[src/graph_kernel_pkg.sv]
// Graph kernel front end shared definitions
// Widths, vector types, queue sizing and the FSM state encodings
`default_nettype none

package graph_kernel_pkg;

  // ------------------------------------------------------------------------
  // Widths
  // ------------------------------------------------------------------------
  localparam int ADDR_W  = 32;
  localparam int DATA_W  = 32;
  localparam int COUNT_W = 8;

  typedef logic [ADDR_W-1:0]  addr_t;
  typedef logic [DATA_W-1:0]  data_t;
  typedef logic [COUNT_W-1:0] count_t;
  // Sum of response words, wraps at 2**DATA_W
  typedef logic [DATA_W-1:0]  checksum_t;

  // ------------------------------------------------------------------------
  // Memory and queue sizing
  // ------------------------------------------------------------------------
  // One cache line per read
  localparam int LINE_BYTES        = 64;
  localparam int QUEUE_DEPTH       = 16;
  localparam int QUEUE_INIT_CYCLES = 8;

  // Counter for the post-reset busy window
  localparam int INIT_CNT_W = $clog2(QUEUE_INIT_CYCLES + 1);
  // In-flight request counter, must reach QUEUE_DEPTH
  localparam int CREDIT_W   = $clog2(QUEUE_DEPTH + 1);

  // ------------------------------------------------------------------------
  // State machines
  // ------------------------------------------------------------------------
  typedef enum logic [2:0] {
    ctl_idle,
    ctl_setup_wait,
    ctl_start,
    ctl_busy,
    ctl_done
  } control_state_t;

  typedef enum logic [1:0] {
    gen_idle,
    gen_run,
    gen_drain
  } gen_state_t;

endpackage

`default_nettype wire

[src/sync_fifo.sv]
// Synchronous FIFO with first-word fall-through head
// Reports busy for a fixed window after reset and drops writes meanwhile
`timescale 1ns/1ps
`default_nettype none

module sync_fifo #(
  parameter int WIDTH = 32,
  parameter int DEPTH = 16
) (
  input  logic             ap_clk,
  input  logic             control_areset,
  input  logic             wr_en,
  input  logic [WIDTH-1:0] din,
  input  logic             rd_en,
  output logic [WIDTH-1:0] dout,
  output logic             full,
  output logic             empty,
  output logic             busy
);
  import graph_kernel_pkg::*;

  localparam int PTR_W = (DEPTH > 1) ? $clog2(DEPTH) : 1;
  localparam int CNT_W = $clog2(DEPTH + 1);

  logic [WIDTH-1:0]      mem [DEPTH];
  logic [PTR_W-1:0]      wr_ptr;
  logic [PTR_W-1:0]      rd_ptr;
  logic [CNT_W-1:0]      count;
  logic [INIT_CNT_W-1:0] init_cnt;
  logic                  do_write;
  logic                  do_read;

  // Pointer advance, wraps for any depth
  function automatic logic [PTR_W-1:0] ptr_next(input logic [PTR_W-1:0] ptr);
    if (ptr == PTR_W'(DEPTH - 1)) begin
      return '0;
    end
    return ptr + 1'b1;
  endfunction

  // Status flags
  assign busy  = (init_cnt != INIT_CNT_W'(QUEUE_INIT_CYCLES));
  assign full  = (count == CNT_W'(DEPTH));
  assign empty = (count == '0);

  // Writes dropped while full or still initialising
  assign do_write = wr_en && !full && !busy;
  assign do_read  = rd_en && !empty;

  // Head always visible
  assign dout = mem[rd_ptr];

  // ------------------------------------------------------------------------
  // Post-reset busy window
  // ------------------------------------------------------------------------
  always_ff @(posedge ap_clk) begin
    if (control_areset) begin
      init_cnt <= '0;
    end else if (busy) begin
      init_cnt <= init_cnt + 1'b1;
    end
  end

  // ------------------------------------------------------------------------
  // Pointers and occupancy
  // ------------------------------------------------------------------------
  always_ff @(posedge ap_clk) begin
    if (control_areset) begin
      wr_ptr <= '0;
      rd_ptr <= '0;
      count  <= '0;
    end else begin
      if (do_write) begin
        wr_ptr <= ptr_next(wr_ptr);
      end
      if (do_read) begin
        rd_ptr <= ptr_next(rd_ptr);
      end
      case ({do_write, do_read})
        2'b10:   count <= count + 1'b1;
        2'b01:   count <= count - 1'b1;
        default: count <= count;
      endcase
    end
  end

  // Storage
  always_ff @(posedge ap_clk) begin
    if (do_write) begin
      mem[wr_ptr] <= din;
    end
  end

endmodule

`default_nettype wire

[src/kernel_control.sv]
// Kernel control block
// Registers host inputs, sequences start/ready/done/continue
// and hands the captured descriptor to the setup generator
`timescale 1ns/1ps
`default_nettype none

module kernel_control (
  input  logic                        ap_clk,
  input  logic                        control_areset,
  input  logic                        ap_start,
  input  logic                        ap_continue,
  input  logic                        descriptor_valid,
  input  graph_kernel_pkg::addr_t     descriptor_base_addr,
  input  graph_kernel_pkg::count_t    descriptor_num_reads,
  input  logic                        req_queue_busy,
  input  logic                        resp_queue_busy,
  input  logic                        job_complete,
  input  graph_kernel_pkg::checksum_t job_checksum,
  output logic                        ap_ready,
  output logic                        ap_idle,
  output logic                        ap_done,
  output graph_kernel_pkg::checksum_t result_checksum,
  output logic                        job_start,
  output graph_kernel_pkg::addr_t     job_base_addr,
  output graph_kernel_pkg::count_t    job_num_reads
);
  import graph_kernel_pkg::*;

  control_state_t state;

  // Registered host inputs
  logic   start_reg;
  logic   continue_reg;
  logic   desc_valid_reg;
  addr_t  desc_base_reg;
  count_t desc_num_reg;

  // Setup readiness from queue reset-busy flags
  logic   queue_busy_reg;
  logic   setup_ready;

  assign setup_ready = ~queue_busy_reg;

  // ------------------------------------------------------------------------
  // Input stage
  // ------------------------------------------------------------------------
  always_ff @(posedge ap_clk) begin
    if (control_areset) begin
      start_reg      <= 1'b0;
      continue_reg   <= 1'b0;
      desc_valid_reg <= 1'b0;
      // Queues count as busy until proven otherwise
      queue_busy_reg <= 1'b1;
    end else begin
      start_reg      <= ap_start;
      continue_reg   <= ap_continue;
      desc_valid_reg <= descriptor_valid;
      queue_busy_reg <= req_queue_busy | resp_queue_busy;
    end
  end

  // Descriptor payload
  always_ff @(posedge ap_clk) begin
    desc_base_reg <= descriptor_base_addr;
    desc_num_reg  <= descriptor_num_reads;
  end

  // ------------------------------------------------------------------------
  // Control FSM with registered outputs
  // ------------------------------------------------------------------------
  always_ff @(posedge ap_clk) begin
    if (control_areset) begin
      state     <= ctl_idle;
      ap_ready  <= 1'b0;
      ap_idle   <= 1'b1;
      ap_done   <= 1'b0;
      job_start <= 1'b0;
    end else begin
      // Single-cycle pulses by default
      ap_ready  <= 1'b0;
      job_start <= 1'b0;
      case (state)
        ctl_idle: begin
          if (start_reg) begin
            state <= ctl_setup_wait;
          end
        end
        ctl_setup_wait: begin
          // Host dropped start before queues came up
          if (!start_reg) begin
            state <= ctl_idle;
          end else if (setup_ready) begin
            ap_ready <= 1'b1;
            ap_idle  <= 1'b0;
            state    <= ctl_start;
          end
        end
        ctl_start: begin
          // First descriptor after ready launches the job
          if (desc_valid_reg) begin
            job_start <= 1'b1;
            state     <= ctl_busy;
          end
        end
        ctl_busy: begin
          if (job_complete) begin
            ap_done <= 1'b1;
            state   <= ctl_done;
          end
        end
        ctl_done: begin
          // Done held until host acknowledges
          if (continue_reg) begin
            ap_done <= 1'b0;
            ap_idle <= 1'b1;
            state   <= ctl_idle;
          end
        end
        default: state <= ctl_idle;
      endcase
    end
  end

  // ------------------------------------------------------------------------
  // Job descriptor and result capture
  // ------------------------------------------------------------------------
  always_ff @(posedge ap_clk) begin
    if (state == ctl_start && desc_valid_reg) begin
      job_base_addr <= desc_base_reg;
      job_num_reads <= desc_num_reg;
    end
    if (state == ctl_busy && job_complete) begin
      result_checksum <= job_checksum;
    end
  end

endmodule

`default_nettype wire

[src/setup_request_gen.sv]
// Setup request generator
// Issues one read per cache line of the job, bounded by a credit count,
// and sums the returned words into the job checksum
`timescale 1ns/1ps
`default_nettype none

module setup_request_gen (
  input  logic                        ap_clk,
  input  logic                        control_areset,
  input  logic                        job_start,
  input  graph_kernel_pkg::addr_t     job_base_addr,
  input  graph_kernel_pkg::count_t    job_num_reads,
  input  logic                        req_full,
  output logic                        req_push,
  output graph_kernel_pkg::addr_t     req_addr,
  input  logic                        resp_empty,
  output logic                        resp_pop,
  input  graph_kernel_pkg::data_t     resp_data,
  output logic                        job_complete,
  output graph_kernel_pkg::checksum_t job_checksum
);
  import graph_kernel_pkg::*;

  gen_state_t state;

  // Address of the next read
  addr_t     next_addr;
  // Reads still to issue
  count_t    issue_left;
  // Responses still to collect
  count_t    resp_left;
  // Pushed but not yet popped
  logic [CREDIT_W-1:0] outstanding;
  checksum_t checksum;
  logic      credit_ok;

  // ------------------------------------------------------------------------
  // Queue handshakes
  // ------------------------------------------------------------------------
  // Credit cap keeps the response queue from overflowing
  assign credit_ok = (outstanding != CREDIT_W'(QUEUE_DEPTH));

  assign req_push = (state == gen_run) && (issue_left != '0) && !req_full && credit_ok;
  assign req_addr = next_addr;

  // Responses drained whenever a job is active
  assign resp_pop = (state != gen_idle) && !resp_empty;

  assign job_checksum = checksum;

  // ------------------------------------------------------------------------
  // Sequencing and counters
  // ------------------------------------------------------------------------
  always_ff @(posedge ap_clk) begin
    if (control_areset) begin
      state        <= gen_idle;
      issue_left   <= '0;
      resp_left    <= '0;
      outstanding  <= '0;
      job_complete <= 1'b0;
    end else begin
      job_complete <= 1'b0;

      case ({req_push, resp_pop})
        2'b10:   outstanding <= outstanding + 1'b1;
        2'b01:   outstanding <= outstanding - 1'b1;
        default: outstanding <= outstanding;
      endcase

      if (req_push) begin
        issue_left <= issue_left - 1'b1;
      end
      if (resp_pop) begin
        resp_left <= resp_left - 1'b1;
      end

      case (state)
        gen_idle: begin
          if (job_start) begin
            issue_left <= job_num_reads;
            resp_left  <= job_num_reads;
            // Empty job finishes straight away
            if (job_num_reads == '0) begin
              job_complete <= 1'b1;
            end else begin
              state <= gen_run;
            end
          end
        end
        gen_run: begin
          // Last request issued
          if (req_push && issue_left == count_t'(1)) begin
            state <= gen_drain;
          end
        end
        gen_drain: begin
          if (resp_pop && resp_left == count_t'(1)) begin
            job_complete <= 1'b1;
            state        <= gen_idle;
          end
        end
        default: state <= gen_idle;
      endcase
    end
  end

  // ------------------------------------------------------------------------
  // Address walk and checksum
  // ------------------------------------------------------------------------
  always_ff @(posedge ap_clk) begin
    if (state == gen_idle && job_start) begin
      next_addr <= job_base_addr;
      checksum  <= '0;
    end else begin
      if (req_push) begin
        next_addr <= next_addr + addr_t'(LINE_BYTES);
      end
      // Wraps modulo 2**DATA_W
      if (resp_pop) begin
        checksum <= checksum + resp_data;
      end
    end
  end

endmodule

`default_nettype wire

[src/graph_kernel_top.sv]
// Graph kernel front end top level
// Control block, setup request generator and the two memory-side queues
`timescale 1ns/1ps
`default_nettype none

module graph_kernel_top (
  input  logic                        ap_clk,
  input  logic                        control_areset,
  // Host control
  input  logic                        ap_start,
  input  logic                        ap_continue,
  input  logic                        descriptor_valid,
  input  graph_kernel_pkg::addr_t     descriptor_base_addr,
  input  graph_kernel_pkg::count_t    descriptor_num_reads,
  output logic                        ap_ready,
  output logic                        ap_idle,
  output logic                        ap_done,
  output graph_kernel_pkg::checksum_t result_checksum,
  // Memory requests
  output logic                        mem_req_valid,
  output graph_kernel_pkg::addr_t     mem_req_addr,
  input  logic                        mem_req_ready,
  // Memory responses
  input  logic                        mem_resp_valid,
  input  graph_kernel_pkg::data_t     mem_resp_data
);
  import graph_kernel_pkg::*;

  // Control to generator
  logic      job_start;
  addr_t     job_base_addr;
  count_t    job_num_reads;
  logic      job_complete;
  checksum_t job_checksum;

  // Request queue
  logic      req_push;
  addr_t     req_addr;
  logic      req_full;
  logic      req_empty;
  logic      req_busy;

  // Response queue
  logic      resp_pop;
  data_t     resp_data;
  logic      resp_empty;
  logic      resp_busy;

  // Memory sees the queue head whenever it holds anything
  assign mem_req_valid = ~req_empty;

  // ------------------------------------------------------------------------
  // Control
  // ------------------------------------------------------------------------
  kernel_control control0 (
    .ap_clk               (ap_clk),
    .control_areset       (control_areset),
    .ap_start             (ap_start),
    .ap_continue          (ap_continue),
    .descriptor_valid     (descriptor_valid),
    .descriptor_base_addr (descriptor_base_addr),
    .descriptor_num_reads (descriptor_num_reads),
    .req_queue_busy       (req_busy),
    .resp_queue_busy      (resp_busy),
    .job_complete         (job_complete),
    .job_checksum         (job_checksum),
    .ap_ready             (ap_ready),
    .ap_idle              (ap_idle),
    .ap_done              (ap_done),
    .result_checksum      (result_checksum),
    .job_start            (job_start),
    .job_base_addr        (job_base_addr),
    .job_num_reads        (job_num_reads)
  );

  // ------------------------------------------------------------------------
  // Setup reads
  // ------------------------------------------------------------------------
  setup_request_gen gen0 (
    .ap_clk         (ap_clk),
    .control_areset (control_areset),
    .job_start      (job_start),
    .job_base_addr  (job_base_addr),
    .job_num_reads  (job_num_reads),
    .req_full       (req_full),
    .req_push       (req_push),
    .req_addr       (req_addr),
    .resp_empty     (resp_empty),
    .resp_pop       (resp_pop),
    .resp_data      (resp_data),
    .job_complete   (job_complete),
    .job_checksum   (job_checksum)
  );

  // ------------------------------------------------------------------------
  // Memory-side queues
  // ------------------------------------------------------------------------
  // Memory ready strobe pops the head
  sync_fifo #(
    .WIDTH (ADDR_W),
    .DEPTH (QUEUE_DEPTH)
  ) req_queue (
    .ap_clk         (ap_clk),
    .control_areset (control_areset),
    .wr_en          (req_push),
    .din            (req_addr),
    .rd_en          (mem_req_ready),
    .dout           (mem_req_addr),
    .full           (req_full),
    .empty          (req_empty),
    .busy           (req_busy)
  );

  // Full flag left open, generator credits bound the fill level
  sync_fifo #(
    .WIDTH (DATA_W),
    .DEPTH (QUEUE_DEPTH)
  ) resp_queue (
    .ap_clk         (ap_clk),
    .control_areset (control_areset),
    .wr_en          (mem_resp_valid),
    .din            (mem_resp_data),
    .rd_en          (resp_pop),
    .dout           (resp_data),
    .full           (),
    .empty          (resp_empty),
    .busy           (resp_busy)
  );

endmodule

`default_nettype wire

[config.mk]
export PLATFORM = sky130hd
export DESIGN_NAME = graph_kernel_top
export DESIGN_NICKNAME = d
export VERILOG_FILES = /design/src/graph_kernel_pkg.sv /design/src/sync_fifo.sv /design/src/kernel_control.sv /design/src/setup_request_gen.sv /design/src/graph_kernel_top.sv
export SDC_FILE = /design/constraint.sdc
export NUM_CORES = 1
export LEC_CHECK = 0
export ABC_AREA = 1
export BUFFER_PORTS_ARGS = -buffer_cell sky130_fd_sc_hd__buf_2
export CORE_ASPECT_RATIO = 0.6
export CORE_MARGIN = 2
export CORE_UTILIZATION = 35
export DETAILED_ROUTE_END_ITERATION = 7
export GPL_TIMING_DRIVEN = 0
export PLACE_DENSITY = 0.59
export RECOVER_POWER = 50
export SLEW_MARGIN = 5
export SYNTH_ARGS = -nofsm -noshare
export SYNTH_HDL_FRONTEND = slang
export SYNTH_SLANG_ARGS = --single-unit
[constraint.sdc]
create_clock -name ap_clk -period 5.5 [get_ports ap_clk]
set_input_delay 1.65 -clock ap_clk [delete_from_list [all_inputs] [get_ports ap_clk]]
set_output_delay 1.65 -clock ap_clk [all_outputs]
set_load 0.005 [all_outputs]
Yosys cells after proc, flatten, opt, wreduce, memory -nomap -nowiden
Memory sizes are Yosys's and may differ from the RTL's. A register that Yosys moved wholly into a read port is not among the register bits.
Cells that the tools add are included.
- bits in registers: 245
- memory bits (writable): 1024
- input bits: 79
- output and inout bits: 68
- word-level logic and storage cells: 190
- memories kept: 2
- memory list (memory ; words ; bits a word ; rd ports ; clocked after memory_dff ; wr ports ; line ; text):
    req_queue.mem ; 16 ; 32 ; 1 ; 1 ; 1 ; sync_fifo.sv:25 ; logic [WIDTH-1:0] mem [DEPTH];
    resp_queue.mem ; 16 ; 32 ; 1 ; 1 ; 1 ; sync_fifo.sv:25 ;
- add/sub/neg operators: 16
- eq/ne operators: 34
- multiplexer cells: 64
- bitwise operators: 5
- reductions and logical operators: 40
- operator list (kind ; count):
    2-to-1 mux 32 bit ; 2
    2-to-1 mux 4 bit ; 12
    2-to-1 mux 8 bit ; 6
    adder 32 bit ; 1
    adder 32 x 7 -> 32 bit (second input constant) ; 1
    one-hot mux 5 bit (2 select lines) ; 3
    2-to-1 mux 1 bit ; 26
    adder 4 x 1 -> 4 bit (second input constant) ; 6
    2-to-1 mux 3 bit ; 6
    == test 4 bit (second input constant) ; 4
    == test 8 x 1 -> 1 bit (second input constant) ; 2
    subtractor 8 x 1 -> 8 bit (second input constant) ; 2
    adder 5 x 1 -> 5 bit (second input constant) ; 3
    logical AND 1 bit ; 15
    one-hot mux 3 bit (5 select lines) ; 1
    subtractor 5 x 1 -> 5 bit (second input constant) ; 3
    nonzero test 2 bit ; 7
    != test 2 x 1 -> 1 bit (second input constant) ; 6
    == test 5 bit (second input constant) ; 2
    zero test 5 bit ; 2
    == test 2 x 1 -> 1 bit (second input constant) ; 4
    == test 2 bit (second input constant) ; 4
    zero test 8 bit ; 1
    2-to-1 mux 2 bit ; 4
    20 further kinds ; 36

Longest topological paths before layout
- depth in word-level cells: 9
- depth in mapped cells: 22
- mapped depth without buffers: 19

By module
From an unflattened synthesis, not the netlist that was laid out.
- cells, all modules: 4800
- area, all modules: 54543.6 um^2
- by module, submodules not included (module ; instances ; cells an instance ; area an instance (um^2) ; seq. area each (um^2)):
    sync_fifo (req_queue) ; 1 ; 1782 ; 22267.6 ; 15795.1
    sync_fifo (resp_queue) ; 1 ; 1779 ; 22077.4 ; 15795.1
    setup_request_gen ; 1 ; 1054 ; 6721.4 ; 2082.0
    kernel_control ; 1 ; 184 ; 3473.3 ; 3183.1
    graph_kernel_top ; 1 ; 1 ; 3.8 ; 0.0

Worst setup path after synthesis
OpenSTA, ideal clock, no wires.
- kind: input port to flip-flop
- start point: input mem_resp_valid
- end point: memory resp_queue.mem[11][0], enable pin
- library setup time: 0.421 ns
- arrival: 3.455 ns
- required time: 5.079 ns
- slack: 1.624 ns
- stages on the path: 4
- path buffers: 0
- cell sequence: nand3_1 > inv_1 > nand3_1 > nor2_1
- longest elaborated chain between the ends: 4
- ends and longest elaborated chain (element ; line ; text):
    start: declaration ; graph_kernel_top.sv:24 ; input logic mem_resp_valid,
    logical AND 1 bit (2 in a row) ; sync_fifo.sv:47 ; assign do_write = wr_en && !full && !busy;
    2-to-1 mux 1 bit ; sync_fifo.sv:89 ; if (do_write) begin
    2-to-1 mux 1 bit (not written as such) ; sync_fifo.sv:90 ; mem[wr_ptr] <= din;
    end: declaration ; sync_fifo.sv:25 ;
No other way between the ends.

==> flow_summary_export.csv <==
group,metric,value,unit
logic_synthesis,ys.flop_type,"edfxtp_1",
logic_synthesis,synth.distinct_cells,46,
pwr,p_int,0.0169,W
logic_synthesis,synthTopCellsByArea,"edfxtp_1, dfxtp_1, o21ai_0",
logic_synthesis,synth_fp_nets,4340,
setup_path,end_kind,"output port",
floorplan,io_pins,147,
setup_path,crit_type,"register to output port",
run_status,outcome,"finished with violations",
pwr,p_leak,20.9,nW
place,place.gp.congestion,0.946,
timing,period_share,99.3,%
floorplan,core,148000,sq um
timing,finClkSkew,0.0345,ns
floorplan,row_count,109,
logic_synthesis,synth-seq-area-share,70.7,%
timing,fmax,183,MHz
cells_and_area,layout-drive-gt1-share,9.36,%
route,wl_per_cell,25.7,um
global_route,grt_pass1_vias,32600,
flow_run,drv_cap,4,
clock_tree,root_buffer,"clkbuf_16",
logic_synthesis,ys_seq_elements,1277,
route,routed_wl,170,mm
floorplan,dieWidth,502,um
clock_tree,h-tree-depth,3,
floorplan,die_h,303,um
logic_synthesis,yosys.area.top_type,"edfxtp_1",
route,drt_iter0_markers,5372,
route,via_per_inst,5.42,
timing,finalWorstSetupSlack,0.0369,ns
logic_synthesis,syn_area,52100,sq um
setup_path,startpoint_type,"register",
global_route,track_usage,21.9,%
logic_synthesis,yosys_warnings,0,
cells_and_area,area_delta_synth_final,15.4,%
setup_path,path_max_fanout,10,
worst_hold_path,min_path_type,"register to register",
floorplan,start_util,35.3,%
pwr,pwr-share-seq,45.9,%
logic_synthesis,syn_avg_cell_area,12.4,sq um
timing,setup_viol,0,
route,firstDrtPassIters,6,
place,hpwl,120,mm
place,place_ws,0.637,ns
clock_tree,cts_sinks,1277,
place,io_buffers,145,
timing,tightest_slew,2.16,ns
clock_tree,cts_setup_buffers,0,
pwr,peakVddDrop,0.000302,V
clock_tree,postCtsHoldBufs,0,
clock_tree,insertion_delay,0.77,ns
clock_tree,cts_buffers,121,
clock_tree,cts_max_path_buffers,3,
cells_and_area,reg_top3,"req_queue.mem (512), resp_queue.mem (512)",
cells_and_area,fin_nets,4645,
floorplan,dieArea,152000,sq um
route,drc,0,
pwr,p_comb_share,18.9,%
pwr,clkPwrFrac,35.2,%
route,num_vias,35800,
timing,max-slew-margin-rel,-44.2,%
logic_synthesis,synth-edff-count,1128,
cells_and_area,multi_input_area,13200,sq um
setup_path,required,3.85,ns
pwr,power_switching,0.00705,W
global_route,antenna_found_initial,8,
logic_synthesis,synthArstFlopShare,0,%
pwr,finalPower,0.0239,W
cells_and_area,fill_cells,13800,
pwr,switching_share,29.5,%
timing,final-hold-violation-count,0,
run_status,violations,"capacitance limit, slew limit",
global_route,grt_pass1_wl,238,mm
setup_path,crit_arrival,3.81,ns
pwr,power.density,397,nW/um^2
route,drt.antenna.violating_nets,0,
timing,period_needed,5.46,ns
global_route,grt_start_max_net_pins,32,
logic_synthesis,synthCells,4196,
clock_tree,cts_tree,"built",
timing,maxSlewViolCount,91,
clock_tree,clkTransAtPathRegs,0.06,ns
global_route,overflow,0,
cells_and_area,register_area,36900,sq um
logic_synthesis,synth_top_area_share,65.0,%
timing,rsz0062_at_grt,"no",
-- power by group through the flow --
stage | combinational [W] | sequential (W) | clock, W
finish | 0.00452 | 0.0110 | 0.00842
global placement | 0.00436 | 0.0112 | 0
detailed placement | 0.00442 | 0.0112 | 0
floorplan | 0.00277 | 0.0111 | 0
global route | 0.00494 | 0.0110 | 0.00886
CTS | 0.00444 | 0.0110 | 0.00849
-- per-layer routing --
layer	vias up	share of wire (%)	wire [um]	track usage [%]
li1	15800	-	-	-
met1	17600	46	78900	34.5
met2	2122	37	62000	27.0
met3	240	14	24000	8.48
met5	-	0.051	87	0
met4	10	2.8	4770	6.18
-- critical path, cell delays in order, from the launching register on --
cell and delay, ns:
dfxtp_2 0.51, buf_4 0.27, buf_4 0.26, buf_4 0.37
mux2i_1 0.24, o21ai_0 0.11, o211ai_1 0.82, nand2_1 0.26
buf_2 0.21
-- cell usage after synthesis, types with 5 or more instances --
| cell type | number |
|---|---|
| a211oi_1 | 5 |
| a21o_1 | 5 |
| a21oi_1 | 202 |
| buf_1 | 11 |
| buf_2 | 48 |
| buf_4 | 26 |
| clkbuf_1 | 139 |
| dfxtp_1 | 149 |
| edfxtp_1 | 1128 |
| ha_1 | 62 |
| inv_1 | 342 |
| mux2i_1 | 128 |
| nand2_1 | 439 |
| nand3_1 | 161 |
| nand3b_1 | 7 |
| nand4_1 | 12 |
| nor2_1 | 426 |
| nor3_1 | 17 |
| o211ai_1 | 164 |
| o21ai_0 | 502 |
| o21bai_1 | 10 |
| o221ai_1 | 89 |
| o22ai_1 | 35 |
| xnor2_1 | 29 |
| xor2_1 | 21 |
-- path summary, 6_finish.rpt --
kind                              startpoint                          to  slack, ns  cells after the start
setup / recovery                    register            mem_req_addr[26]       0.04                      8
hold / removal    control0.desc_base_reg[24]  control0.job_base_addr[24]       0.39                      0
setup reg to reg                    register       gen0.job_checksum[24]       0.31                     17
hold reg to reg   control0.desc_base_reg[24]  control0.job_base_addr[24]       0.39                      0
-- area by class of cell --
class	count	share of cell area (%)
sequential	1277	61.2
multi-input combinational	2350	22.0
clock inverter	73	1.13
timing repair buffer	183	2.30
clock buffer	155	5.36
antenna	2	0.00832
inverter	345	2.15
buffer	223	1.66
tap	1998	4.15
-- placed cells by master (no fill, tap or decap), types with 148 or more instances in the layout --
cell | netlist | layout
edfxtp_1 | 1128 | 1128
o21ai_0 | 502 | 503
nand2_1 | 439 | 438
nor2_1 | 426 | 395
inv_1 | 342 | 342
clkbuf_1 | 139 | 219
a21oi_1 | 202 | 202
o211ai_1 | 164 | 164
nand3_1 | 161 | 161
dfxtp_1 | 149 | 148
-- stage by stage --
step           hold WS (ns)  TNS (ns)  area (sq um)  cells  util (%)
6_report              0.394         0         60200   6606      40.8
5_1_grt               0.399         0         60200   6604      40.8
4_1_cts               0.385         0         60300   6605      40.9
3_5_place_dp          0.389         0         56400   6377      38.2
3_3_place_gp          0.386   -165.84         55400   6339      37.5
2_1_floorplan         0.386         0         52100   4196         -
-- timing repair --
action                                  4_1_cts  5_1_grt
endpoints found under the setup margin        2        2
gates resized for setup                       2        5
pin swaps                                     0        2
-- cell families (layout without fill, tap and decap cells) --
family / after synthesis / after routing / synth area share (%)
compound gates: 1023 / 1023 / 11.5
xor+xnor: 50 / 50 / 0.840
fa+ha+maj: 65 / 65 / 1.60
buf+inv: 569 / 979 / 4.40
flops: 1277 / 1277 / 70.7
mux: 128 / 128 / 2.46
other cells: 0 / 2 / 0
simple gates: 1084 / 1084 / 8.55
Power figures use the tool's default switching activity.
